## config.mk

```make
export PLATFORM = sky130hd
export DESIGN_NAME = cache_read_out
export DESIGN_NICKNAME = d
export VERILOG_FILES = /design/src/source/cache_pkg.sv /design/src/source/cache_read_out.sv
export SDC_FILE = /design/constraint.sdc
export NUM_CORES = 1
export LEC_CHECK = 0
export ABC_AREA = 1
export BUFFER_PORTS_ARGS = -buffer_cell sky130_fd_sc_hd__buf_2
export CELL_PAD_IN_SITES_DETAIL_PLACEMENT = 2
export CELL_PAD_IN_SITES_GLOBAL_PLACEMENT = 2
export CORE_MARGIN = 2
export CORE_UTILIZATION = 15
export CTS_BUF_LIST = sky130_fd_sc_hd__clkbuf_4
export DETAILED_ROUTE_END_ITERATION = 8
export PLACE_DENSITY = 0.91
export REMOVE_ABC_BUFFERS = 1
export SETUP_SLACK_MARGIN = 0.1
export SLEW_MARGIN = 5
export SYNTH_ARGS = -nofsm -noshare
export SYNTH_HDL_FRONTEND = slang
export SYNTH_SLANG_ARGS = --single-unit
```

## constraint.sdc

```tcl
create_clock -name iCLOCK -period 2.4 [get_ports iCLOCK]
set_clock_uncertainty 0.15 [all_clocks]
set_input_delay 0.24 -clock iCLOCK [delete_from_list [all_inputs] [get_ports iCLOCK]]
set_output_delay 0.24 -clock iCLOCK [all_outputs]
set_load 0.05 [all_outputs]
```

## src/source/cache_pkg.sv

```systemverilog
package cache_pkg;

	// Cache geometry
	localparam int WAYS     = 4;
	localparam int SETS     = 128;

	// Address split, tag | index | offset
	localparam int TAG_W    = 22;
	localparam int INDEX_W  = 7;
	localparam int OFFSET_W = 3;

	localparam int LANES    = 8;   // Byte lanes per line
	localparam int STATUS_W = 2;

	typedef logic [TAG_W+INDEX_W+OFFSET_W-1:0] addr_t;
	typedef logic [TAG_W-1:0]                  tag_t;
	typedef logic [INDEX_W-1:0]                index_t;
	typedef logic [$clog2(WAYS)-1:0]           way_t;
	typedef logic [STATUS_W-1:0]               status_t;
	typedef logic [LANES*8-1:0]                line_t;
	typedef logic [11:0]                       flags_t;
	typedef logic [31:0]                       up_data_t;
	typedef logic [5:0]                        up_flags_t;
	typedef logic [1:0]                        order_t;

	// Status codes, values in between are aging steps
	localparam status_t ST_INVALID = 2'd0;
	localparam status_t ST_NEWEST  = 2'd3;

	// Upload sizes, code 3 is illegal
	localparam order_t ORD_BYTE = 2'd0;
	localparam order_t ORD_HALF = 2'd1;
	localparam order_t ORD_WORD = 2'd2;

endpackage

```

## src/source/cache_read_out.sv

```systemverilog
`timescale 1ns/1ps

module cache_read_out (
	input  logic              iCLOCK,
	input  logic              inRESET,
	input  logic              iREMOVE,
	input  logic              iRD_REQ,
	input  logic              read_hit,
	input  cache_pkg::way_t   read_way,
	input  cache_pkg::line_t  way_data [cache_pkg::WAYS],
	input  cache_pkg::flags_t way_flags [cache_pkg::WAYS],
	output logic              oRD_VALID,
	output logic              oRD_HIT,
	output cache_pkg::line_t  oRD_DATA,
	output cache_pkg::flags_t oRD_MMU_FLAGS
);
	import cache_pkg::*;

	logic valid_q;
	logic hit_q;
	way_t way_q;

	always_ff @(posedge iCLOCK or negedge inRESET) begin
		if (!inRESET) begin
			valid_q <= 1'b0;
			hit_q   <= 1'b0;
			way_q   <= '0;
		end else begin
			valid_q <= iRD_REQ && !iREMOVE;   // Remove drops the read in flight
			hit_q   <= read_hit;
			way_q   <= read_way;
		end
	end

	assign oRD_VALID = valid_q;
	assign oRD_HIT   = valid_q && hit_q;

	// RAM outputs line up with the registered way
	assign oRD_DATA      = oRD_HIT ? way_data[way_q] : '0;
	assign oRD_MMU_FLAGS = oRD_HIT ? way_flags[way_q] : '0;

endmodule

```

==> results.cfg <==
[run_status]
status = complete, no violations

[final_layout]
final_cell_mix = 387 x buf_2, 306 x inv_1, 304 x nand2_1
multiInputGateArea_um2 = 2297
layout_commonest_cell = buf_2
fin_nets = 1571
final_area_um2 = 6237
nFillCells = 3367
seqCellArea_um2 = 105.1
drive_gt1_frac = 0.3275
syn2layout_area_growth_pct = 62.96

[yosys]
synth_area_leaders = inv_1 30%, nand2_1 30%, nand3_1 20%, a21oi_1 9.9%, buf_2 4.3%
post-synth-top-area-fraction = 0.3001
yosysTopAreaCell = inv_1
avgSynthCellArea_um2 = 4.234
synth-seq-cells = 4
synth_cell_types = 12
synth_area_um2 = 3827
ys_seq_area_frac = 0.02615
ys_warn_count = 0
netlist_instances = 904

[route]
routed_wl_mm = 24.41
drtIter0Drc = 199
drc_errors = 0
antenna_left = 0
num_vias = 6669
first_pass_iters = 4
viasPerCell = 4.192
wire_per_inst_um = 15.34

[floorplan]
die_area_um2 = 26810
initial_core_util = 0.1524
ioPinCount = 389
core_area_um2 = 25110
row_count = 58
fp.dieH_um = 163.7
die_x_um = 163.7

[timing]
slew_headroom = 0.6695
finalSetupViolCount = 0
rsz0062_at_grt = yes
setup_tns_ns = 0
fin_crit_sh = 0.9189
max_freq_mhz = 453.4
whs_ns = 0.09039
hold_violations = 0
worst_slew_pin_slew_ns = 0.4957
slew_viol_final = 0
min_period_ns = 2.205

[clock_network]
cts.sinks = 4
cts.clk_slew.worst_paths_ns = 0.04
clockRootBuffer = clkbuf_4
clock_path_buffers = 2
cts_buffers = 3
cts_tree = done
h-tree-depth = 1

[min_path]
min_path_type = input pin to flop
holdCritStartpoint = iRD_REQ

[placed_design]
dp_hpwl_mm = 19.86
routabilityCongestion = 0.8687
numPortBuffers = 388
postPlaceCellArea_um2 = 6141

[grt]
antenna_found_initial = 4
grt_pass1_vias = 7364
grt_remaining_overflow = 0
grt_pass1_wl_mm = 36.58
grtUsageTotal = 0.1688
grt_max_degree = 73

[run]
cap_violations = 0

[critical_path]
crit_path_max_incr_delay_ns = 0.56
slowest_stage = dfrtp_4
end_kind = output port
crit_fanout = 64
path_delay_family = flip-flops
setup.worst_path.start = way_q[0]
crit_path_start_kind = flop
crit_chain = buf_12, nand2_1, nand3_1, a21oi_1, buf_2
cp_num_buf_inv = 2
critical_path_class = flop to output port
crit_arrival_ns = 1.82
cp.required_ns = 2.01

[power]
leakagePower_nw = 4.585
pwr_density_cell_nw_per_um2 = 191.2
worst_ir_drop_vdd_mv = 0.3093
total_power_mw = 1.192
## repair_timing
action,CTS,global route
endpoints found under the hold margin,8,0
setup endpoints to repair,28,44
setup buffers,0,1
hold buffers,5,0
gates resized for setup,2,1
## registers in the layout (all words and copies together) (netlist names)
signal and flops:
way_q 2, hit_q 1, oRD_VALID 1
## metal layers
metal,global-route usage,vias up,part of all wire
li1,-,3293,-
met1,0.1830,3111,0.38
met2,0.3386,237,0.54
met3,0.03081,26,0.066
met4,0.03030,2,0.017
met5,0,-,0.00053
## Yosys cell counts
master,instances
clkbuf_1,18
inv_2,2
a21oi_1,76
buf_4,2
nor2_1,1
dfrtp_1,4
nand3_1,152
buf_6,2
buf_1,3
nand2_1,305
inv_1,306
buf_2,33
## power by group
part           internal, mW  switching, mW  total, mW
Clock                0.0567         0.0386     0.0954
Sequential           0.0718        0.00739     0.0792
Combinational         0.399          0.618       1.02
Total                 0.528          0.664       1.19
## worst paths after layout
check | endpoint | slack [ns] | cells past startpoint
worst max-delay path | oRD_MMU_FLAGS[2] | 0.19 | 5
worst min-delay path | oRD_VALID | 0.09 | 3
max in group asynchronous | way_q[0] | 1.75 | 2
min in group asynchronous | hit_q | 0.20 | 2
## metrics by stage
stage               utilization  worst slack (ns)  cells
floorplan                     -            -3.498    846
global placement         0.2446            0.3444   1579
detailed placement       0.2446            0.3023   1579
CTS                      0.2477            0.1238   1587
global route             0.2483           0.08491   1590
finish                   0.2484            0.1946   1591
## cell families (layout without fill, tap and decap cells)
| family | Yosys count | in the layout | share of synthesized area |
|---|---|---|---|
| DFF | 4 | 4 | 0.02615 |
| buffers and inverters | 366 | 720 | 0.3756 |
| AOI/OAI and AO/OA | 76 | 76 | 0.09938 |
| and+or+nand+nor | 458 | 458 | 0.4989 |
| other | 0 | 3 | 0 |
## cell type report
class | instances | share of cell area
diodes | 3 | 0.001204
well taps | 330 | 0.06620
flip-flops and latches | 4 | 0.01685
inverters | 308 | 0.1862
clock buffers | 3 | 0.003611
repair buffers | 409 | 0.3577
multi-input cells | 534 | 0.3683
No activity file was read; power rests on OpenSTA's default activity.
