[config.mk]
export PLATFORM = sky130hd
export DESIGN_NAME = cache_write_steer
export DESIGN_NICKNAME = d
export VERILOG_FILES = /design/src/source/cache_pkg.sv /design/src/source/cache_write_steer.sv
export SDC_FILE = /design/constraint.sdc
export NUM_CORES = 1
export LEC_CHECK = 0
export BUFFER_PORTS_ARGS = -buffer_cell sky130_fd_sc_hd__buf_4
export CELL_PAD_IN_SITES_DETAIL_PLACEMENT = 0
export CELL_PAD_IN_SITES_GLOBAL_PLACEMENT = 1
export CORE_AREA = 2 2 133 135
export DETAILED_ROUTE_END_ITERATION = 6
export DIE_AREA = 0 0 135 137
export PLACE_DENSITY_LB_ADDON = 0.05
export SYNTH_ARGS = -nofsm -noshare
export SYNTH_HDL_FRONTEND = slang
export SYNTH_SLANG_ARGS = --single-unit
[constraint.sdc]
create_clock -name vclk -period 1.3
set_input_delay 0.26 -clock vclk [all_inputs]
set_output_delay 0.26 -clock vclk [all_outputs]
set_load 0.01 [all_outputs]
[src/source/cache_pkg.sv]
package cache_pkg;

	// Cache geometry
	localparam int WAYS     = 4;
	localparam int SETS     = 128;

	// Address split, tag | index | offset
	localparam int TAG_W    = 22;
	localparam int INDEX_W  = 7;
	localparam int OFFSET_W = 3;

	localparam int LANES    = 8;   // Byte lanes per line
	localparam int STATUS_W = 2;

	typedef logic [TAG_W+INDEX_W+OFFSET_W-1:0] addr_t;
	typedef logic [TAG_W-1:0]                  tag_t;
	typedef logic [INDEX_W-1:0]                index_t;
	typedef logic [$clog2(WAYS)-1:0]           way_t;
	typedef logic [STATUS_W-1:0]               status_t;
	typedef logic [LANES*8-1:0]                line_t;
	typedef logic [11:0]                       flags_t;
	typedef logic [31:0]                       up_data_t;
	typedef logic [5:0]                        up_flags_t;
	typedef logic [1:0]                        order_t;

	// Status codes, values in between are aging steps
	localparam status_t ST_INVALID = 2'd0;
	localparam status_t ST_NEWEST  = 2'd3;

	// Upload sizes, code 3 is illegal
	localparam order_t ORD_BYTE = 2'd0;
	localparam order_t ORD_HALF = 2'd1;
	localparam order_t ORD_WORD = 2'd2;

endpackage

[src/source/cache_write_steer.sv]
`timescale 1ns/1ps

module cache_write_steer (
	input  logic                       iUP_REQ,
	input  cache_pkg::addr_t           up_addr,
	input  cache_pkg::order_t          up_order,
	input  cache_pkg::up_data_t        up_data,
	input  cache_pkg::up_flags_t       up_flags,
	input  logic                       up_hit,
	input  cache_pkg::way_t            up_way,
	input  logic                       iWR_REQ,
	input  cache_pkg::addr_t           wr_addr,
	input  cache_pkg::line_t           wr_data,
	input  cache_pkg::flags_t          wr_flags,
	input  cache_pkg::way_t            victim_way,
	output logic                       fill_en,
	output logic                       update_en,
	output cache_pkg::index_t          ram_wr_index,
	output cache_pkg::line_t           ram_wr_data,
	output cache_pkg::line_t           ram_wr_mask,
	output cache_pkg::flags_t          ram_wr_flags,
	output logic [cache_pkg::WAYS-1:0] ram_wr_en
);
	import cache_pkg::*;

	logic [OFFSET_W-1:0] offset;
	logic [LANES-1:0]    lane_mask;
	logic                order_ok;
	way_t                target_way;

	assign update_en  = iUP_REQ && up_hit;
	assign fill_en    = iWR_REQ && !iUP_REQ;   // Upload wins
	assign order_ok   = up_order <= ORD_WORD;
	assign offset     = up_addr[OFFSET_W-1:0];
	assign target_way = update_en ? up_way : victim_way;

	// Aligned lane select per upload size
	always_comb begin
		case (up_order)
			ORD_BYTE: lane_mask = LANES'(1) << offset;
			ORD_HALF: lane_mask = LANES'(3) << {offset[OFFSET_W-1:1], 1'b0};
			ORD_WORD: lane_mask = LANES'(15) << {offset[OFFSET_W-1], 2'b00};
			default:  lane_mask = '0;
		endcase
	end

	always_comb begin
		if (iUP_REQ) begin
			ram_wr_index = up_addr[OFFSET_W +: INDEX_W];
			ram_wr_data  = {up_data, up_data};     // Same word in both halves
			ram_wr_flags = {up_flags, up_flags};
			for (int l = 0; l < LANES; l++) begin
				ram_wr_mask[l*8 +: 8] = {8{lane_mask[l]}};
			end
		end else begin
			ram_wr_index = wr_addr[OFFSET_W +: INDEX_W];
			ram_wr_data  = wr_data;
			ram_wr_flags = wr_flags;
			ram_wr_mask  = '1;                     // Full line fill
		end
	end

	// Illegal order also keeps the flag RAM untouched
	always_comb begin
		for (int w = 0; w < WAYS; w++) begin
			ram_wr_en[w] = ((update_en && order_ok) || fill_en) && target_way == way_t'(w);
		end
	end

endmodule

==> results.toml <==
[yosys]
synth_cell_types = 17
syn_inst = 297
synth_nets = 484
syn_area_um2 = 1550
yosysSeqAreaShare_pct = 0
ys_warn_count = 0
syn_avg_cell_area_um2 = 5.21

[cts]
holdBufCountCts = 0

[detailed_routing]
vias_per_cell = 3.51
totalWireLength_um = 10100
first_iter_violations = 25
ant_nets = 0
drc = 0
wl_per_cell_um = 13.1
drtPass1Iterations = 4
vias = 2712

[final_layout]
final_cell_mix = "buf_4 (259), inv_1 (77), buf_6 (46), o21ai_1 (39), nand2_1 (29)"
nClkBuffers = 0
stdcell_count = 773
final_common_cell = "buf_4"
diodes = 0
final_layout_size_suffix_gt1_share_pct = 70.3
multi_input_area_um2 = 1120
fin_nets = 737
design_area_um2 = 4510
fill_cells = 1905
design.seq.count = 0
seq_area_um2 = 0
synthToLayoutAreaGrowth_pct = 192

[status]
status = "finished, violations left"
failed_checks = "negative setup slack"

[placement]
place_area_um2 = 3750
dp.cells = 766
dp_hpwl_um = 8480
io_buffers = 293
gp_congestion = 0.705

[floorplan]
die_y_um = 137
rows = 48
coreArea_um2 = 17100
pin_count = 340
die_w_um = 135
initial_core_util_pct = 9.07
dieArea_um2 = 18500

[pwr]
power_density_nw_per_um2 = 398
ir_drop_mv = 0.109
leakagePower_nw = 2.48

[timing]
slew_violations = 0
fin_crit_ns = 1.43
whs_ns = 0.807
rsz0062_at_grt = "true"
worstMarginPinSlew_ns = 0.346
finalSetupViolCount = 47
final-hold-violation-count = 0
layout_setup_ws_ns = -0.131
slew_headroom_pct = 76.9
fmax_mhz = 699
period_share_pct = 110

[critical_path]
cp-start-kind = "primary input"
cp.required_ns = 1.04
path_class = "primary input to output port"
path_max_fanout = 8
worstSetupEndpointType = "output port"
arrival_ns = 1.17

[global_routing]
grt_max_degree = 33
overflow = 0
grt_pass1_wl_um = 13400
track_usage_pct = 9.15
antenna_found_initial = 0
grt_pass1_vias = 2526

[worst_hold_path]
hold_class = "primary input to output port"

[flow_run]
maxCapViolCount = 0
-- path summary, 6_finish.rpt --
kind,to,depth (start not counted),from,slack [ns]
hold / removal,ram_wr_data[46],4,up_data[14],0.81
setup / recovery,ram_wr_mask[62],6,up_order[0],-0.13
-- cells by family after synthesis --
group | count (synthesis) | share of synthesized area, %
buffers and inverters | 148 | 50.0
AO/OA/AOI/OAI | 89 | 28.9
AND/OR/NAND/NOR | 49 | 13.0
multiplexers | 11 | 8.09
-- cell type report --
type	instances	share of cell area, %
inverter	78	6.55
multi-input combinational	149	24.9
tap	225	6.24
timing repair buffer	321	62.3
-- stage by stage --
| stage | setup WS [ns] | power (mW) | utilization [%] | setup TNS (ns) |
|---|---|---|---|---|
| 3_5_place_dp | -0.256 | 1.49 | 22.0 | -14.88 |
| 4_1_cts | -0.0992 | 1.66 | 24.3 | -2.70 |
| 3_3_place_gp | -0.206 | 1.50 | 22.0 | -13.59 |
| 6_report | -0.131 | 1.80 | 26.4 | -3.21 |
| 5_1_grt | -0.157 | 1.94 | 26.4 | -5.38 |
| 2_1_floorplan | -0.0924 | 0.663 | - | -3.50 |
-- metal layers --
| layer | up-vias | wire [µm] | track usage (%) |
|---|---|---|---|
| met1 | 1209 | 2880 | 7.62 |
| met5 | - | 0 | 0 |
| li1 | 1369 | - | - |
| met4 | 0 | 0 | 0 |
| met3 | 0 | 932 | 2.81 |
| met2 | 134 | 6300 | 21.3 |
-- synthesized netlist by cell type --
| cell | instances | share of area [%] |
|---|---|---|
| o21ai_0 | 84 | 27 |
| inv_1 | 78 | 19 |
| buf_4 | 56 | 27 |
| nand2_1 | 40 | 9.7 |
| clkbuf_1 | 8 | 1.9 |
| mux2_2 | 7 | 5.1 |
| buf_2 | 6 | 1.9 |
| a21oi_1 | 4 | 1.3 |
| nor3_1 | 4 | 1.3 |
| mux2i_1 | 2 | 1.3 |
| nand2b_1 | 2 | 0.81 |
| a31oi_1 | 1 | 0.40 |
| mux2_1 | 1 | 0.73 |
| mux2_4 | 1 | 0.97 |
| nand2_2 | 1 | 0.40 |
| nor2b_1 | 1 | 0.40 |
| or2_2 | 1 | 0.40 |
-- worst max-delay path, stage by stage --
cell and delay, ns:
buf_8 0.10, or2_4 0.27, a21oi_4 0.19, o21ai_4 0.07
buf_12 0.14, buf_4 0.14
-- where the power goes --
group / switching, mW / internal [mW] / total (mW)
combinational: 0.758 / 1.04 / 1.80
sequential: 0 / 0 / 0
clock: 0 / 0 / 0
-- repair_timing --
item / 4_1_cts / 5_1_grt
setup buffers: 0 / 4
cloned: 0 / 7
endpoints found under the setup margin: 127 / 110
pin swaps: 18 / 10
resized for setup: 101 / 95
No activity file was read; power rests on OpenSTA's default activity.
